**src/hdl/load_pkg.sv**
```systemverilog
package load_pkg;

    // --------------------
    // widths
    // --------------------

    // virtual and physical address widths of the core
    localparam int unsigned VADDR_W    = 32;
    localparam int unsigned PADDR_W    = 34;
    // the cache index doubles as the page offset of a 4 KiB page
    localparam int unsigned INDEX_W    = 12;
    // tag is whatever is left of the physical address above the index
    localparam int unsigned TAG_W      = PADDR_W - INDEX_W;
    localparam int unsigned DATA_W     = 64;
    localparam int unsigned TRANS_ID_W = 3;

    // --------------------
    // vector types
    // --------------------

    typedef logic [VADDR_W-1:0]    vaddr_t;
    typedef logic [PADDR_W-1:0]    paddr_t;
    typedef logic [INDEX_W-1:0]    index_t;
    typedef logic [TAG_W-1:0]      tag_t;
    typedef logic [DATA_W-1:0]     data_t;
    typedef logic [TRANS_ID_W-1:0] trans_id_t;
    // byte position inside the 64-bit data word
    typedef logic [2:0]            byte_off_t;
    typedef logic [7:0]            be_t;
    // transfer size encodes the byte count as its log2
    typedef logic [1:0]            size_t;

    // load operations handled by the unit
    typedef enum logic [2:0] {
        LD,
        LW,
        LWU,
        LH,
        LHU,
        LB,
        LBU
    } load_op_t;

    // --------------------
    // structs
    // --------------------

    // one load request as it arrives from issue
    typedef struct packed {
        vaddr_t    vaddr;
        be_t       be;
        load_op_t  op;
        trans_id_t trans_id;
    } load_ctrl_t;

    // read-only request port towards the data cache
    typedef struct packed {
        index_t address_index;
        tag_t   address_tag;
        logic   data_req;
        be_t    data_be;
        size_t  data_size;
        logic   kill_req;
        logic   tag_valid;
    } dcache_req_t;

    // answer from the data cache
    typedef struct packed {
        logic  data_gnt;
        logic  data_rvalid;
        data_t data_rdata;
    } dcache_rsp_t;

    // what has to survive until the read data comes back
    typedef struct packed {
        trans_id_t trans_id;
        byte_off_t offset;
        load_op_t  op;
    } load_info_t;

    // map a load operation onto the size field of the cache request
    function automatic size_t load_size(load_op_t op);
        case (op)
            LD:       return 2'd3;
            LW, LWU:  return 2'd2;
            LH, LHU:  return 2'd1;
            default:  return 2'd0;
        endcase
    endfunction

endpackage

```
**src/hdl/load_req_ctrl.sv**
```systemverilog
`timescale 1ns/1ns

module load_req_ctrl (
    input  logic clk_i,
    input  logic rst_ni,
    // request side
    input  logic valid_i,
    input  logic flush_i,
    input  logic ex_valid_i,
    // store checker says a pending store hits the same page offset
    input  logic page_offset_match_i,
    // translation result, same cycle as the request
    input  logic dtlb_hit_i,
    // cache handshake
    input  logic data_gnt_i,
    input  logic data_rvalid_i,
    output logic translation_req_o,
    output logic data_req_o,
    output logic kill_req_o,
    output logic tag_valid_o,
    // request consumed, the issue side may move on
    output logic pop_ld_o,
    // capture the request into the load information register
    output logic load_o,
    // an rvalid in this cycle may retire
    output logic rsp_ok_o
);

    typedef enum logic [2:0] {
        IDLE,
        WAIT_GNT,
        SEND_TAG,
        WAIT_PAGE_OFFSET,
        ABORT_TRANSACTION,
        WAIT_TRANSLATION,
        WAIT_FLUSH
    } state_e;

    state_e state_d, state_q;

    // the cache request is up in this cycle and the grant decides where to go
    logic issue;

    // --------------------
    // request sequencing
    // --------------------

    always_comb begin
        state_d           = state_q;
        issue             = 1'b0;
        translation_req_o = 1'b0;
        data_req_o        = 1'b0;
        kill_req_o        = 1'b0;
        tag_valid_o       = 1'b0;
        pop_ld_o          = 1'b0;

        case (state_q)
            IDLE: begin
                if (valid_i) begin
                    // translation starts right away, before the offset check has settled
                    translation_req_o = 1'b1;
                    // a request with an exception never reaches the cache
                    if (!ex_valid_i) begin
                        if (page_offset_match_i) begin
                            state_d = WAIT_PAGE_OFFSET;
                        end else begin
                            issue = 1'b1;
                        end
                    end
                end
            end

            // hold off the cache until the colliding store has drained
            WAIT_PAGE_OFFSET: begin
                if (!page_offset_match_i) begin
                    state_d = WAIT_GNT;
                end
            end

            WAIT_GNT: begin
                // request and translation stay up until the grant arrives
                translation_req_o = 1'b1;
                issue             = 1'b1;
            end

            SEND_TAG: begin
                // the translated tag of the granted request goes out now
                tag_valid_o = 1'b1;
                state_d     = IDLE;
                // a new request can start in the same cycle as the tag
                if (valid_i) begin
                    translation_req_o = 1'b1;
                    if (!ex_valid_i) begin
                        if (page_offset_match_i) begin
                            state_d = WAIT_PAGE_OFFSET;
                        end else begin
                            issue = 1'b1;
                        end
                    end
                end
            end

            // TLB missed after the grant so the cache slot has to be released
            ABORT_TRANSACTION: begin
                kill_req_o  = 1'b1;
                tag_valid_o = 1'b1;
                state_d     = WAIT_TRANSLATION;
            end

            WAIT_TRANSLATION: begin
                // keep asking the MMU, the page walk runs meanwhile
                translation_req_o = 1'b1;
                if (dtlb_hit_i) begin
                    state_d = WAIT_GNT;
                end
            end

            WAIT_FLUSH: begin
                // kill whatever might still be open in the cache
                kill_req_o  = 1'b1;
                tag_valid_o = 1'b1;
                state_d     = IDLE;
            end

            default: begin
                state_d = IDLE;
            end
        endcase

        // grant handling shared by the accept path and the grant wait
        if (issue) begin
            data_req_o = 1'b1;
            if (!data_gnt_i) begin
                state_d = WAIT_GNT;
            end else if (dtlb_hit_i) begin
                // grant and hit together, the tag follows in the next cycle
                state_d  = SEND_TAG;
                pop_ld_o = 1'b1;
            end else begin
                state_d = ABORT_TRANSACTION;
            end
        end

        // an excepting request retires right away without touching the cache
        if (valid_i && ex_valid_i) begin
            state_d = IDLE;
            // an rvalid takes the response port first, the exception goes next cycle
            if (!data_rvalid_i) begin
                pop_ld_o = 1'b1;
            end
        end

        // flush wins over everything else
        if (flush_i) begin
            state_d = WAIT_FLUSH;
        end
    end

    // only a real load needs its information stored for the response
    assign load_o = pop_ld_o & ~ex_valid_i;

    // data is dropped while flushing, while waiting for translation and when killed
    assign rsp_ok_o = data_rvalid_i
                    & (state_q != WAIT_FLUSH)
                    & (state_q != WAIT_TRANSLATION)
                    & (~kill_req_o | ex_valid_i);

    always_ff @(posedge clk_i or negedge rst_ni) begin
        if (!rst_ni) begin
            state_q <= IDLE;
        end else begin
            state_q <= state_d;
        end
    end

endmodule

```
**src/hdl/load_info_reg.sv**
```systemverilog
`timescale 1ns/1ns

module load_info_reg (
    input  logic                  clk_i,
    input  logic                  rst_ni,
    // capture strobe from the request controller
    input  logic                  load_i,
    input  load_pkg::load_info_t  info_i,
    output load_pkg::load_info_t  info_o,
    // byte whose top bit is the sign of the loaded value
    output load_pkg::byte_off_t   sign_idx_o,
    output logic                  signed_o
);

    import load_pkg::*;

    load_info_t info_q;
    byte_off_t  sign_idx_d, sign_idx_q;
    logic       signed_d, signed_q;

    // --------------------
    // sign precompute
    // --------------------

    // the sign sits in the highest byte of the value, counted from the offset
    always_comb begin
        case (info_i.op)
            LW:      sign_idx_d = byte_off_t'(info_i.offset + 3'd3);
            LH:      sign_idx_d = byte_off_t'(info_i.offset + 3'd1);
            default: sign_idx_d = info_i.offset;
        endcase
    end

    // unsigned ops and LD never extend, so their sign is forced low later
    assign signed_d = (info_i.op inside {LW, LH, LB});

    // one entry only, since a single load is outstanding at any time
    always_ff @(posedge clk_i or negedge rst_ni) begin
        if (!rst_ni) begin
            info_q     <= '0;
            sign_idx_q <= '0;
            signed_q   <= 1'b0;
        end else if (load_i) begin
            info_q     <= info_i;
            sign_idx_q <= sign_idx_d;
            signed_q   <= signed_d;
        end
    end

    assign info_o     = info_q;
    assign sign_idx_o = sign_idx_q;
    assign signed_o   = signed_q;

endmodule

```
**src/hdl/load_result_align.sv**
```systemverilog
`timescale 1ns/1ns

module load_result_align (
    // raw 64-bit word from the cache
    input  load_pkg::data_t       rdata_i,
    // stored entry of the outstanding load
    input  load_pkg::load_info_t  info_i,
    input  load_pkg::byte_off_t   sign_idx_i,
    input  logic                  signed_i,
    output load_pkg::data_t       result_o
);

    import load_pkg::*;

    data_t     shifted;
    logic [7:0] sign_bits;
    logic      sign_bit;

    // --------------------
    // realign
    // --------------------

    // bring the addressed byte down to bit 0
    assign shifted = rdata_i >> {info_i.offset, 3'b000};

    // top bit of every byte, picked in parallel with the shifter
    always_comb begin
        for (int i = 0; i < 8; i++) begin
            sign_bits[i] = rdata_i[8*i+7];
        end
    end

    // unsigned loads pull the sign low
    assign sign_bit = signed_i & sign_bits[sign_idx_i];

    // --------------------
    // extension
    // --------------------

    always_comb begin
        case (info_i.op)
            LW, LWU: result_o = {{32{sign_bit}}, shifted[31:0]};
            LH, LHU: result_o = {{48{sign_bit}}, shifted[15:0]};
            LB, LBU: result_o = {{56{sign_bit}}, shifted[7:0]};
            // full doubleword, nothing to extend
            default: result_o = shifted;
        endcase
    end

endmodule

```
**src/hdl/load_unit.sv**
```systemverilog
`timescale 1ns/1ns

module load_unit (
    input  logic                   clk_i,
    input  logic                   rst_ni,
    input  logic                   flush_i,
    // issue side
    input  logic                   valid_i,
    input  load_pkg::load_ctrl_t   lsu_ctrl_i,
    input  logic                   ex_valid_i,
    output logic                   pop_ld_o,
    // writeback side
    output logic                   valid_o,
    output load_pkg::trans_id_t    trans_id_o,
    output load_pkg::data_t        result_o,
    // MMU
    output logic                   translation_req_o,
    output load_pkg::vaddr_t       vaddr_o,
    input  load_pkg::paddr_t       paddr_i,
    input  logic                   dtlb_hit_i,
    // store checker
    input  logic                   page_offset_match_i,
    // data cache
    output load_pkg::dcache_req_t  dcache_req_o,
    input  load_pkg::dcache_rsp_t  dcache_rsp_i
);

    import load_pkg::*;

    logic       load;
    logic       rsp_ok;
    load_info_t info_in;
    load_info_t info_q;
    byte_off_t  sign_idx;
    logic       sign_en;

    // the MMU and the store checker both look at the raw virtual address
    assign vaddr_o = lsu_ctrl_i.vaddr;

    // --------------------
    // cache request
    // --------------------

    // index goes out with the request, the tag one cycle after the grant
    assign dcache_req_o.address_index = lsu_ctrl_i.vaddr[INDEX_W-1:0];
    assign dcache_req_o.address_tag   = paddr_i[PADDR_W-1:INDEX_W];
    assign dcache_req_o.data_be       = lsu_ctrl_i.be;
    assign dcache_req_o.data_size     = load_size(lsu_ctrl_i.op);

    load_req_ctrl i_load_req_ctrl (
        .clk_i               (clk_i),
        .rst_ni              (rst_ni),
        .valid_i             (valid_i),
        .flush_i             (flush_i),
        .ex_valid_i          (ex_valid_i),
        .page_offset_match_i (page_offset_match_i),
        .dtlb_hit_i          (dtlb_hit_i),
        .data_gnt_i          (dcache_rsp_i.data_gnt),
        .data_rvalid_i       (dcache_rsp_i.data_rvalid),
        .translation_req_o   (translation_req_o),
        .data_req_o          (dcache_req_o.data_req),
        .kill_req_o          (dcache_req_o.kill_req),
        .tag_valid_o         (dcache_req_o.tag_valid),
        .pop_ld_o            (pop_ld_o),
        .load_o              (load),
        .rsp_ok_o            (rsp_ok)
    );

    // --------------------
    // response
    // --------------------

    // low three address bits give the byte offset inside the data word
    assign info_in = '{trans_id: lsu_ctrl_i.trans_id,
                       offset:   lsu_ctrl_i.vaddr[2:0],
                       op:       lsu_ctrl_i.op};

    load_info_reg i_load_info_reg (
        .clk_i      (clk_i),
        .rst_ni     (rst_ni),
        .load_i     (load),
        .info_i     (info_in),
        .info_o     (info_q),
        .sign_idx_o (sign_idx),
        .signed_o   (sign_en)
    );

    load_result_align i_load_result_align (
        .rdata_i    (dcache_rsp_i.data_rdata),
        .info_i     (info_q),
        .sign_idx_i (sign_idx),
        .signed_i   (sign_en),
        .result_o   (result_o)
    );

    // an exception retires at once unless read data needs the port this cycle
    always_comb begin
        valid_o    = rsp_ok;
        trans_id_o = info_q.trans_id;
        if (valid_i && ex_valid_i && !dcache_rsp_i.data_rvalid) begin
            valid_o    = 1'b1;
            trans_id_o = lsu_ctrl_i.trans_id;
        end
    end

endmodule

```
**config.mk**
```make
export PLATFORM = sky130hd
export DESIGN_NAME = load_unit
export DESIGN_NICKNAME = d
export VERILOG_FILES = /design/src/hdl/load_pkg.sv /design/src/hdl/load_req_ctrl.sv /design/src/hdl/load_info_reg.sv /design/src/hdl/load_result_align.sv /design/src/hdl/load_unit.sv
export SDC_FILE = /design/constraint.sdc
export NUM_CORES = 1
export LEC_CHECK = 0
export BUFFER_PORTS_ARGS = -buffer_cell sky130_fd_sc_hd__buf_2
export CAP_MARGIN = 20
export CORE_AREA = 5 5 115 117
export CTS_CLUSTER_DIAMETER = 120
export DETAILED_ROUTE_END_ITERATION = 10
export DIE_AREA = 0 0 120 122
export GPL_TIMING_DRIVEN = 0
export PLACE_DENSITY_LB_ADDON = 0.08
export SYNTH_ARGS = -nofsm -noshare
export SYNTH_HDL_FRONTEND = slang
export SYNTH_SLANG_ARGS = --single-unit
```
**constraint.sdc**
```tcl
create_clock -name clk_i -period 5.2 [get_ports clk_i]
set_clock_uncertainty 0.15 [all_clocks]
set_input_delay 0.26 -clock clk_i [delete_from_list [all_inputs] [get_ports clk_i]]
set_output_delay 0.26 -clock clk_i [all_outputs]
set_load 0.005 [all_outputs]
```
Word-level counts from Yosys, hierarchy flattened
Index checks and enable logic that the tools add are counted.
- flip-flop bits (word level): 16
- bits in latches: 0
- RAM bits: 0
- memory bits (read-only): 0
- bits of input ports: 153
- output and inout port bits: 149
- word-level logic and storage cells: 94
- memories kept: 0
- $add $sub $neg: 2
- multiply operators: 0
- div/mod/pow operators: 0
- order comparisons: 1
- equal/unequal tests: 25
- shifts and indexed selects: 1
- mux-type cells: 35
- bitwise logic cells: 8
- reductions and logical operators: 16
- operators by type and width (kind ; number):
    64-bit one-hot mux with 3 select lines ; 1
    64-bit by 6-bit right shift with 64-bit output ; 1
    3-bit two-way mux ; 13
    5-bit by 4-bit != test with 1-bit output, second input constant ; 5
    3-bit equality test, second input constant ; 8
    3-bit by 2-bit equality test with 1-bit output, second input constant ; 6
    3-bit one-hot mux with 6 select lines ; 1
    2-bit OR reduction ; 8
    1-bit two-way mux ; 14
    3-bit by 1-bit equality test with 1-bit output, second input constant ; 3
    3-bit logical NOT ; 2
    3-bit != test, second input constant ; 2
    2-bit one-hot mux with 3 select lines ; 1
    3-bit one-hot mux with 2 select lines ; 1
    6-bit AND reduction ; 1
    1-bit bitwise AND ; 5
    3-bit by 4-bit < comparator with 1-bit output, second input constant ; 1
    4-bit by 3-bit != test with 1-bit output, second input constant ; 1
    1-bit one-hot mux with 2 select lines ; 2
    3-bit by 1-bit adder with 3-bit output, second input constant ; 1
    3-bit by 2-bit adder with 3-bit output, second input constant ; 1
    1-bit binary-select mux with 3-bit select ; 1
    3-bit nonzero test ; 1
    3-bit OR reduction ; 1
    5 further kinds ; 7

Longest topological paths before layout
Gate-level depths: netlist of the first run.
- word-level depth: 8
- mapped depth: 8

Modules after synthesis
From an unflattened synthesis of the first run, not the netlist that was laid out.
- cells, all modules: 452
- area total of the unflattened synthesis: 3657.3 um2
- by module, submodules not included (module ; instances ; cells an instance ; area each (um2) ; seq. area each (um2)):
    load_result_align ; 1 ; 288 ; 2110.8 ; 0.0
    load_unit ; 1 ; 82 ; 645.6 ; 0.0
    load_info_reg ; 1 ; 42 ; 581.8 ; 325.3
    load_req_ctrl ; 1 ; 40 ; 319.1 ; 75.1

Worst setup path before layout of the first run
No wires, ideal clock.
- path type: register -> output
- start point: register i_load_info_reg.sign_idx_q[0], in the netlist i_load_info_reg.sign_idx_o[0]
- end point: output port result_o[52]
- arrival time: 1.685 ns
- required time: 4.790 ns
- path slack: 3.105 ns
- stages on the path, launching flop included: 6
- path buffers: 1
- path through: dfrtp_1 -> mux4_2 -> o2111a_1 -> nand2_1 -> clkbuf_1 -> o21ai_0
- cells in the longest elaborated chain, start to end: 4
- ends and longest elaborated chain (item ; line ; text):
    start: declaration ; load_info_reg.sv:18 ; byte_off_t sign_idx_d, sign_idx_q;
    start signal: assignment ; load_info_reg.sv:45 ; sign_idx_q <= sign_idx_d;
    1-bit binary-select mux with 3-bit select ; load_result_align.sv:34 ; assign sign_bit = signed_i & sign_bits[sign_idx_i];
    1-bit two-way mux (implied by the code) ; load_result_align.sv:34 ;
    1-bit bitwise AND ; load_result_align.sv:34 ;
    64-bit one-hot mux with 3 select lines ; load_result_align.sv:41 ; case (info_i.op)
    end: declaration ; load_unit.sv:15 ; output load_pkg::data_t result_o,
Every way passes these cells. The select of a mux whose other input is x is not followed.

Final worst setup path of the first run
- start point: register i_load_info_reg.info_o[4] (netlist name)
- end point: output port result_o[22]
- cells in the longest elaborated chain, start to end: 2
- ends and longest elaborated chain (item ; line ; text):
    64-bit by 6-bit right shift with 64-bit output ; load_result_align.sv:24 ; assign shifted = rdata_i >> {info_i.offset, 3'b000};
    64-bit one-hot mux with 3 select lines ; load_result_align.sv:41 ;
Every way passes these cells.

==> impl_metrics.tcl, run 1 <==
set metrics [dict create \
    ys_ff_latch 16 \
    dpl_cell_area_sq_um 4922 \
    grt_overflow_total 0 \
    drive_gt1_share_pct 54.57 \
    timing.final.crit_share_pct 69.61 \
    drc_errors 0 \
    die_h_um 122 \
    synth_warnings 0 \
    vias_per_cell 5.203 \
    post_cts_resized 0 \
    min_path_type "in -> reg" \
    cp_common_cell "buf_2" \
    drv_cap 0 \
    start_util_pct 29.11 \
    drt_iter0_drc 258 \
    design_area_sq_um 5021 \
    finalMaxSlewViolations 0 \
    htreeDepth 1 \
    rows 41 \
    fmax_mhz 276.3 \
    setup_tns_ns 0 \
    syn-num-nets 606 \
    vias 4365 \
    first_pass_iters 5 \
    place_ws_ns 1.922 \
    fin_ws_ns 1.580 \
    port_buffers 230 \
    grt_use_total_pct 21.35 \
    ant_nets 0 \
    path_cells "buf_2 -> buf_2 -> clkinv_1 -> nor2_1 -> a22oi_1 -> o21ai_0 -> buf_2" \
    synthXorXnorAreaFrac_pct 0.9818 \
    synthAdderAreaFrac_pct 0.5610 \
    wl_um 16990 \
    die_area_sq_um 14640 \
    synth.distinct_cells 45 \
    cts-buffers-inserted 3 \
    timing_worst_setup_path_type "reg -> out" \
    clock-root-buffer "clkbuf_16" \
    wl_per_cell_um 20.25 \
    routabilityCongestion 0.8572 \
    cts.clk_slew.worst_paths_ns 0.05 \
    max_stage_delay_ns 0.84 \
    stdcell_count 839 \
    grt_max_degree 17 \
    clock_path_buffers 2 \
    area_growth_syn_to_layout_pct 40.71 \
    cp.required_ns 4.79 \
    dr.max_layer_used "met4" \
    muxShareOfSynthArea_pct 33.56 \
    wl_met3_um 1494 \
    syn_area_sq_um 3568 \
    critPathArrivalTime_ns 3.21 \
    ir_drop_mv 0.1621 \
    place_inst 834 \
    dp_hpwl_um 13300 \
    worst_slew_pin_slew_ns 1.029 \
    core_sq_um 12260 \
    setup.worst_path.start_class "register" \
    cts_tree "done" \
    finish.net_count 844 \
    layout_common_cells "buf_2, buf_4, o21ai_0" \
    die_width_um 120 \
    synth_top_family_by_area "multiplexers" \
    m1WireLength_um 6842 \
    report.final.hold_viol_count 0 \
    ys_seq_area_share_pct 11.22 \
    yosysTopAreaCell "buf_4" \
    syn_avg_cell_area_sq_um 7.895 \
    power.density_nw_per_um2 331.8 \
    setup_viol 0 \
    grt_pass1_vias 4347 \
    grt_pass1_wl_um 24480 \
    status "complete, no violations" \
    synth-simple-area-share_pct 12.52 \
    n_antenna_cell 0 \
    io_pins 302 \
    leakage_nw 2.622 \
    cp_max_fo 10 \
    post-route-util_pct 40.95 \
    rsz0062_at_grt "no" \
    min_period_ns 3.620 \
    cp_slowest_cell "nor2_1" \
    cts.sinks 16 \
    wl_met2_um 8357 \
    slew_headroom_pct 31.42 \
    synthTopCellsByArea "buf_4, mux2i_1, dfrtp_1" \
    final_common_cell "buf_2" \
    synth_top_area_share_pct 16.20 \
    synthCells 452 \
    worstSetupEndpointType "primary output" \
    clk_latency_ns 0.24 \
    synth-compound-area-share_pct 20.48 \
    antenna_found_initial 0 \
]
-- sequential cells by signal, summed over array words and instances (netlist names) --
register	flops
i_load_info_reg.info_o	9
i_load_info_reg.sign_idx_o	3
i_load_info_reg.signed_o	1
i_load_req_ctrl.state_q	3
-- per-stage QoR --
step	hold slack (ns)	power [W]
6_report	0.1091	0.001666
3_5_place_dp	0.05546	0.001495
2_1_floorplan	-0.1856	0.0009068
4_1_cts	0.1059	0.001665
5_1_grt	0.1187	0.001783
3_3_place_gp	0.05079	0.001479
-- synth_stat cells, drive strengths merged --
cell type and count:
nor2b 3, and3 1, o21bai 1, a22o 1
o41ai 1, o2111a 1, nor3 4, dfrtp 16
a211oi 4, inv 5, fa 1, and3b 1
nand2b 4, o21a 1, nor4bb 1, a21oi 20
and2 1, nand3b 3, a21o 3, mux4 17
and4b 1, xnor2 3, nor2 29, o22a 1
xor2 1, o21ai 72, a22oi 16, buf 87
clkinv 2, mux2i 42, nand2 50, nand3 1
clkbuf 21, a221o 1, mux2 33, or4b 1
a2111oi 1, a21boi 1
-- cell type report --
type                       count  area [sq um]
tap                          150         187.7
fill                        1327          7239
inverter                       7         26.28
sequential                    16         400.4
clock buffer                   4         88.84
timing repair buffer         233          1176
buffer                       108         711.9
multi-input combinational    321          2430
-- power by group --
part | total, W | switching [W] | internal, W | leakage [nW]
clock network | 0.000165 | 0.0000480 | 0.000117 | 0.0442
logic | 0.00132 | 0.000743 | 0.000580 | 2.37
registers | 0.000177 | 0.0000241 | 0.000153 | 0.206
total | 0.00167 | 0.000815 | 0.000850 | 2.62
-- worst max-delay path: cells and delay by family (launching register included) --
kind            cells  cell delay, ns
simple gates        1            0.84
compound gates      2            0.50
flops               1            0.32
buf+inv             4            1.29
-- cell families after synthesis --
| family | count (synthesis) |
|---|---|
| xor+xnor | 4 |
| compound gates | 124 |
| buf+inv | 115 |
| fa+ha+maj | 1 |
| mux | 92 |
| simple gates | 100 |
| flops | 16 |
-- routing by layer --
layer	track usage [%]	up-vias
li1	-	2033
met3	3.482	25
met4	5.082	0
met2	36.92	258
met5	0	-
met1	27.91	2049
-- worst paths after layout --
check	start	to	slack, ns	cells after the start
setup / recovery	i_load_info_reg.info_o[4]	result_o[22]	1.58	7
hold / removal	lsu_ctrl_i[0]	i_load_info_reg.info_o[6]	0.11	2
setup reg to reg	i_load_info_reg.info_o[3]	i_load_info_reg.info_o[3]	2.60	6
hold reg to reg	i_load_info_reg.signed_o	i_load_info_reg.signed_o	0.35	2
max in group asynchronous	rst_ni	i_load_info_reg.info_o[6]	4.33	2
min in group asynchronous	rst_ni	i_load_info_reg.info_o[2]	0.29	2
-- repair_timing --
action                                 in CTS  in global routing
buffers inserted                            0                  0
endpoints found under the hold margin      16                  0
hold buffers                                1                  0
No activity file was read; power rests on OpenSTA's default activity.
==> run 2: changes to the inputs <==
--- a/config.mk
+++ b/config.mk
@@ -5,12 +5,13 @@
 export SDC_FILE = /design/constraint.sdc
 export NUM_CORES = 1
 export LEC_CHECK = 0
+export ABC_AREA = 1
 export BUFFER_PORTS_ARGS = -buffer_cell sky130_fd_sc_hd__buf_2
 export CAP_MARGIN = 20
-export CORE_AREA = 5 5 115 117
+export CORE_AREA = 5 5 114 116
 export CTS_CLUSTER_DIAMETER = 120
 export DETAILED_ROUTE_END_ITERATION = 10
-export DIE_AREA = 0 0 120 122
+export DIE_AREA = 0 0 119 121
 export GPL_TIMING_DRIVEN = 0
 export PLACE_DENSITY_LB_ADDON = 0.08
 export SYNTH_ARGS = -nofsm -noshare
==> constraint.sdc (replaced) <==
create_clock -name clk_i -period 3.1 [get_ports clk_i]
set_clock_uncertainty 0.15 [all_clocks]
set_input_delay 0.155 -clock clk_i [delete_from_list [all_inputs] [get_ports clk_i]]
set_output_delay 0.155 -clock clk_i [all_outputs]
set_load 0.005 [all_outputs]
==> run 2 against run 1 <==
Clock power rose by 67%. Highest routed layer unchanged. Sequential power rose by 67%. Synthesized cell count grew 58%. Die area is 1.6% lower.
==> impl_metrics.tcl, run 2 <==
set metrics [dict create \
    status "complete, no violations" \
    rows 40 \
    fin_ws_ns 0.5883 \
    swShare_pct 54.87 \
    wl_per_cell_um 16.40 \
    first_pass_iters 5 \
    slew_headroom_pct 53.44 \
    postSynth.asyncResetShare_pct 100.0 \
    yosys_most_used_dff "dfrtp_1" \
    stdcell_count 1097 \
    die_area_sq_um 14400 \
    yosysTopAreaCell "nand2_1" \
    die_width_um 119 \
    place_ws_ns 0.9121 \
    grt_pass1_vias 5188 \
    leakage_nw 3.194 \
    cts_post_setup_buffers_inserted 0 \
    drt_iter0_drc 491 \
    syn-num-nets 869 \
    grt_use_total_pct 23.09 \
    synthTopCellsByArea "nand2_1, buf_4, o21ai_0" \
    seqPwrFrac_pct 9.7 \
    layout_common_cells "nand2_1, buf_2, o21ai_0" \
    ys_ff_latch 16 \
    final_common_cell "nand2_1" \
    setup_viol 0 \
    cts_tree "done" \
    power.switching_w 0.001663 \
    cts.sinks 16 \
    clock-root-buffer "clkbuf_16" \
    finalPower_w 0.003030 \
    synth_top_area_share_pct 27.08 \
    io_pins 302 \
    p_int_w 0.001368 \
    core_sq_um 11810 \
    synthMostInstantiatedCell "nand2_1" \
    synth_edf_count 0 \
    start_util_pct 32.03 \
    die_h_um 121 \
    rsz0062_at_grt "no" \
    routabilityCongestion 0.9818 \
    antenna_found_initial 0 \
    synth_warnings 0 \
    vias 5434 \
    ant_nets 0 \
    worst_slew_pin_slew_ns 0.6983 \
    ir_drop_mv 0.3247 \
    power.density_nw_per_um2 580.8 \
    largest_reg_flops 9 \
    finish.net_count 1105 \
    min_path_type "in -> reg" \
    clk_latency_ns 0.24 \
    cts-buffers-inserted 3 \
    grt_overflow_total 0 \
    vias_per_cell 4.954 \
    worstSetupEndpointType "primary output" \
    syn_area_sq_um 3784 \
    cp.required_ns 2.79 \
    grt_pass1_wl_um 27060 \
    drv_cap 0 \
    synth_common_cells "nand2_1, o21ai_0, buf_4, nand3_1, inv_1" \
    wl_um 17990 \
    syn_avg_cell_area_sq_um 5.292 \
    timing_worst_setup_path_type "reg -> out" \
    cts.clk_slew.worst_paths_ns 0.05 \
    fmax_mhz 398.1 \
    power_frac_comb_pct 81.2 \
    ys_seq_area_share_pct 10.58 \
    min_period_ns 2.512 \
    clkPwrFrac_pct 9.1 \
    synthCells 715 \
    critPathArrivalTime_ns 2.21 \
    drive_gt1_share_pct 37.16 \
    cp_max_fo 10 \
    htreeDepth 1 \
    place_inst 1092 \
    dp_hpwl_um 14740 \
    finalMaxSlewViolations 0 \
    port_buffers 230 \
    synth.distinct_cells 32 \
    drc_errors 0 \
    grt_max_degree 17 \
    clock_path_buffers 2 \
    setup_tns_ns 0 \
    setup.worst_path.start_class "register" \
    area_growth_syn_to_layout_pct 37.90 \
    timing.final.crit_share_pct 81.02 \
    n_antenna_cell 0 \
    report.final.hold_viol_count 0 \
]
-- run 2: metal layers --
layer / vias to the layer above / GRT usage [%] / routed length, um / part of all wire (%)
li1: 2702 / - / - / -
met1: 2398 / 28.98 / 7102 / 39
met2: 297 / 39.56 / 8383 / 47
met3: 37 / 4.289 / 1888 / 10
met4: 0 / 7.965 / 618 / 3.4
met5: - / 0 / 0 / 0
-- run 2: path summary, 6_finish.rpt --
kind / startpoint / to / slack (ns) / depth (start not counted)
setup / recovery: i_load_info_reg.info_o[3] / result_o[10] / 0.59 / 7
hold / removal: lsu_ctrl_i[5] / i_load_info_reg.info_o[2] / 0.01 / 3
setup reg to reg: i_load_req_ctrl.state_q[0] / i_load_info_reg.info_o[1] / 1.36 / 7
hold reg to reg: i_load_info_reg.info_o[8] / i_load_info_reg.info_o[8] / 0.34 / 2
max in group asynchronous: rst_ni / i_load_info_reg.sign_idx_o[2] / 2.33 / 2
min in group asynchronous: rst_ni / i_load_info_reg.info_o[0] / 0.20 / 2
-- run 2: layout make-up --
type | instances | area [sq um]
well taps | 147 | 183.9
repair buffers | 231 | 1161
fillers | 1364 | 6594
clock buffers | 4 | 88.84
flip-flops and latches | 16 | 400.4
multi-input cells | 531 | 2427
plain buffers | 123 | 787.0
inverters | 45 | 168.9
-- run 2: metrics by stage --
step	hold WS (ns)	instance area [sq um]	util [%]
after floorplan	-0.2906	3784	-
after global placement	-0.06218	5119	43.34
after detailed placement	-0.05592	5119	43.34
after CTS	0.01725	5218	44.17
after global routing	0.03663	5218	44.17
final	0.01324	5218	44.17
-- run 2: cell families (layout without fill, tap and decap cells) --
group	count (synthesis)	count (layout)	share of synthesized area, %
compound gates	137	137	20.01
xor+xnor	2	2	0.4630
fa+ha+maj	1	1	0.5291
buf+inv	168	403	25.26
simple gates	391	391	43.15
flops	16	16	10.58
-- run 2: worst max-delay path, cell delays in order, from the launching register on --
cell,delay [ns]
dfrtp_1,0.42
inv_2,0.16
clkbuf_1,0.50
o21ai_0,0.26
o211ai_1,0.28
nand3_1,0.10
nand2_1,0.10
buf_2,0.13
-- run 2: timing repair --
| item | in CTS | in global routing |
|---|---|---|
| endpoints found under the hold margin | 16 | 0 |
| gates resized for setup | 0 | 0 |
| hold buffers | 1 | 0 |
-- run 2: power groups by stage --
stage               Combinational, W  Sequential [W]  Clock [W]
floorplan                    0.00143        0.000288          0
global placement             0.00243        0.000298          0
detailed placement           0.00243        0.000298          0
CTS                          0.00244        0.000295   0.000279
global route                 0.00271        0.000301   0.000289
finish                       0.00246        0.000295   0.000275
==> run 3: changes to the inputs <==
==> constraint.sdc (replaced) <==
create_clock -name clk_i -period 2.1 [get_ports clk_i]
set_clock_uncertainty 0.15 [all_clocks]
set_input_delay 0.105 -clock clk_i [delete_from_list [all_inputs] [get_ports clk_i]]
set_output_delay 0.105 -clock clk_i [all_outputs]
set_load 0.005 [all_outputs]
==> run 3 against run 2 <==
Sequential power increased by 51%. Utilization rose by 6.1 points. Sequential share of layout area shrank 0.91 points. Combinational power up 84%. Routed wire length grew 3.6%. The flow now finishes with violations (setup timing). Die area unchanged. Critical path depth increased by 2. Worst setup slack worse by 0.62 ns. Worst hold slack got worse by 0.0078 ns. Clock power increased by 48%. Flip-flop and latch count did not move.
==> impl_metrics.tcl, run 3 (synthesized netlist as in run 2, its figures left out) <==
set metrics [dict create \
    timing.rr.end "i_load_info_reg.info_o[1]" \
    core_sq_um 11810 \
    drc_errors 0 \
    cts.clk_slew.worst_paths_ns 0.05 \
    place_ws_ns -0.03792 \
    finalMaxSlewViolations 0 \
    post-route-util_pct 50.25 \
    fmax_mhz 468.4 \
    slew_headroom_pct 57.53 \
    worst_slew_pin_slew_ns 0.6370 \
    min_period_ns 2.135 \
    critPathArrivalTime_ns 1.88 \
    ant_nets 0 \
    swShare_pct 51.04 \
    grt_max_degree 17 \
    io_pins 302 \
    cts-buffers-inserted 3 \
    clkPwrFrac_pct 7.6 \
    worstSetupEndpointType "primary output" \
    hp-start "page_offset_match_i" \
    final_common_cell "nand2_1" \
    htreeDepth 1 \
    holdPathStages 3 \
    timing.rr.start "i_load_req_ctrl.state_q[0]" \
    grt_use_total_pct 23.81 \
    leakage_nw 3.437 \
    seqPwrFrac_pct 8.3 \
    p_int_w 0.002627 \
    ir_drop_mv 0.4854 \
    cts.sinks 16 \
    clock_path_buffers 2 \
    die_h_um 121 \
    start_util_pct 32.03 \
    grt_overflow_total 0 \
    dpl_cell_area_sq_um 5119 \
    timing_worst_setup_path_type "reg -> out" \
    drive_gt1_share_pct 44.80 \
    reg2reg_depth 7 \
    power.switching_w 0.002739 \
    die_width_um 119 \
    timing.final.crit_share_pct 101.7 \
    grt_pass1_vias 5351 \
    cp.required_ns 1.85 \
    area_growth_syn_to_layout_pct 56.88 \
    cts_tree "done" \
    r2r_slack_ns 0.35 \
    rsz0062_at_grt "yes" \
    vias 5584 \
    clock-root-buffer "clkbuf_16" \
    status "complete, but fails checks" \
    power.density_nw_per_um2 904.1 \
    routabilityCongestion 0.9818 \
    largest_reg_flops 9 \
    first_pass_iters 6 \
    drt_iter0_drc 485 \
    finish.net_count 1126 \
    power_frac_comb_pct 84.2 \
    wl_per_cell_um 16.67 \
    wl_um 18640 \
    design_area_sq_um 5936 \
    whs_endpoint "i_load_req_ctrl.state_q[1]" \
    violations "setup timing" \
    fin_ws_ns -0.03473 \
    rows 40 \
    vias_per_cell 4.995 \
    whs_ns 0.005387 \
    die_area_sq_um 14400 \
    min_path_type "in -> reg" \
    layout_common_cells "nand2_1, buf_2, buf_4" \
    setup.worst_path.start_class "register" \
    drv_cap 0 \
    dp_hpwl_um 14740 \
    antenna_found_initial 0 \
    report.final.hold_viol_count 0 \
    port_buffers 230 \
    cp_max_fo 10 \
    grt_pass1_wl_um 27830 \
    n_antenna_cell 0 \
    setup_viol 1 \
    clk_latency_ns 0.24 \
]
## run 3: power by group through the flow
stage | combinational, W | clock [W] | sequential, W
after floorplan | 0.00210 | 0 | 0.000425
after global placement | 0.00359 | 0 | 0.000439
after detailed placement | 0.00359 | 0 | 0.000440
after CTS | 0.00391 | 0.000412 | 0.000440
after global routing | 0.00489 | 0.000426 | 0.000453
final | 0.00452 | 0.000406 | 0.000445
## run 3: how the worst max path moves through the flow
stage,startpoint,endpoint,slack (ns),depth (start not counted)
final,i_load_info_reg.info_o[3],result_o[35],-0.03,9
after global routing,i_load_info_reg.info_o[1],result_o[42],-0.13,10
after CTS,i_load_info_reg.info_o[4],result_o[35],-0.05,7
after detailed placement,i_load_info_reg.info_o[3],result_o[35],-0.04,9
after global placement,i_load_info_reg.info_o[3],result_o[35],-0.05,9
after floorplan,i_load_info_reg.info_o[1],result_o[32],0.53,8
## run 3: repair_timing
item | in CTS | in global routing
gates cloned | 2 | 2
setup endpoints to repair | 64 | 65
hold buffers | 6 | 0
resized for setup | 49 | 134
setup buffers | 10 | 2
hold endpoints to repair | 21 | 0
pin swaps | 7 | 11
## run 3: worst max-delay path: stages (launching register included)
cell,delay [ns]
dfrtp_2,0.43
buf_6,0.17
clkbuf_4,0.22
nand2_1,0.10
nand3_1,0.09
o21ai_0,0.14
nor2_1,0.23
nand2_1,0.10
nand2_2,0.06
buf_2,0.10
## run 3: cell type report
| cell class | count | area, sq um |
|---|---|---|
| multi-input combinational | 531 | 2659 |
| inverter | 45 | 175.2 |
| timing repair buffer | 252 | 1508 |
| buffer | 123 | 919.6 |
| tap | 147 | 183.9 |
| sequential | 16 | 401.6 |
| clock buffer | 4 | 88.84 |
| fill | 1300 | 5876 |
## run 3: layer usage
| layer | track usage [%] | vias to the layer above | part of all wire [%] |
|---|---|---|---|
| li1 | - | 2749 | - |
| met1 | 29.89 | 2482 | 39 |
| met2 | 40.69 | 310 | 48 |
| met3 | 4.476 | 43 | 9.9 |
| met4 | 8.400 | 0 | 3.5 |
| met5 | 0 | - | 0 |
## run 3: stage by stage
stage / cells / power [W] / setup TNS [ns]
2_1_floorplan: 715 / 0.002530 / 0
3_3_place_gp: 1092 / 0.004032 / -0.1091
3_5_place_dp: 1092 / 0.004030 / -0.09577
4_1_cts: 1114 / 0.004759 / -0.4072
5_1_grt: 1118 / 0.005772 / -3.517
6_report: 1118 / 0.005366 / -0.03473
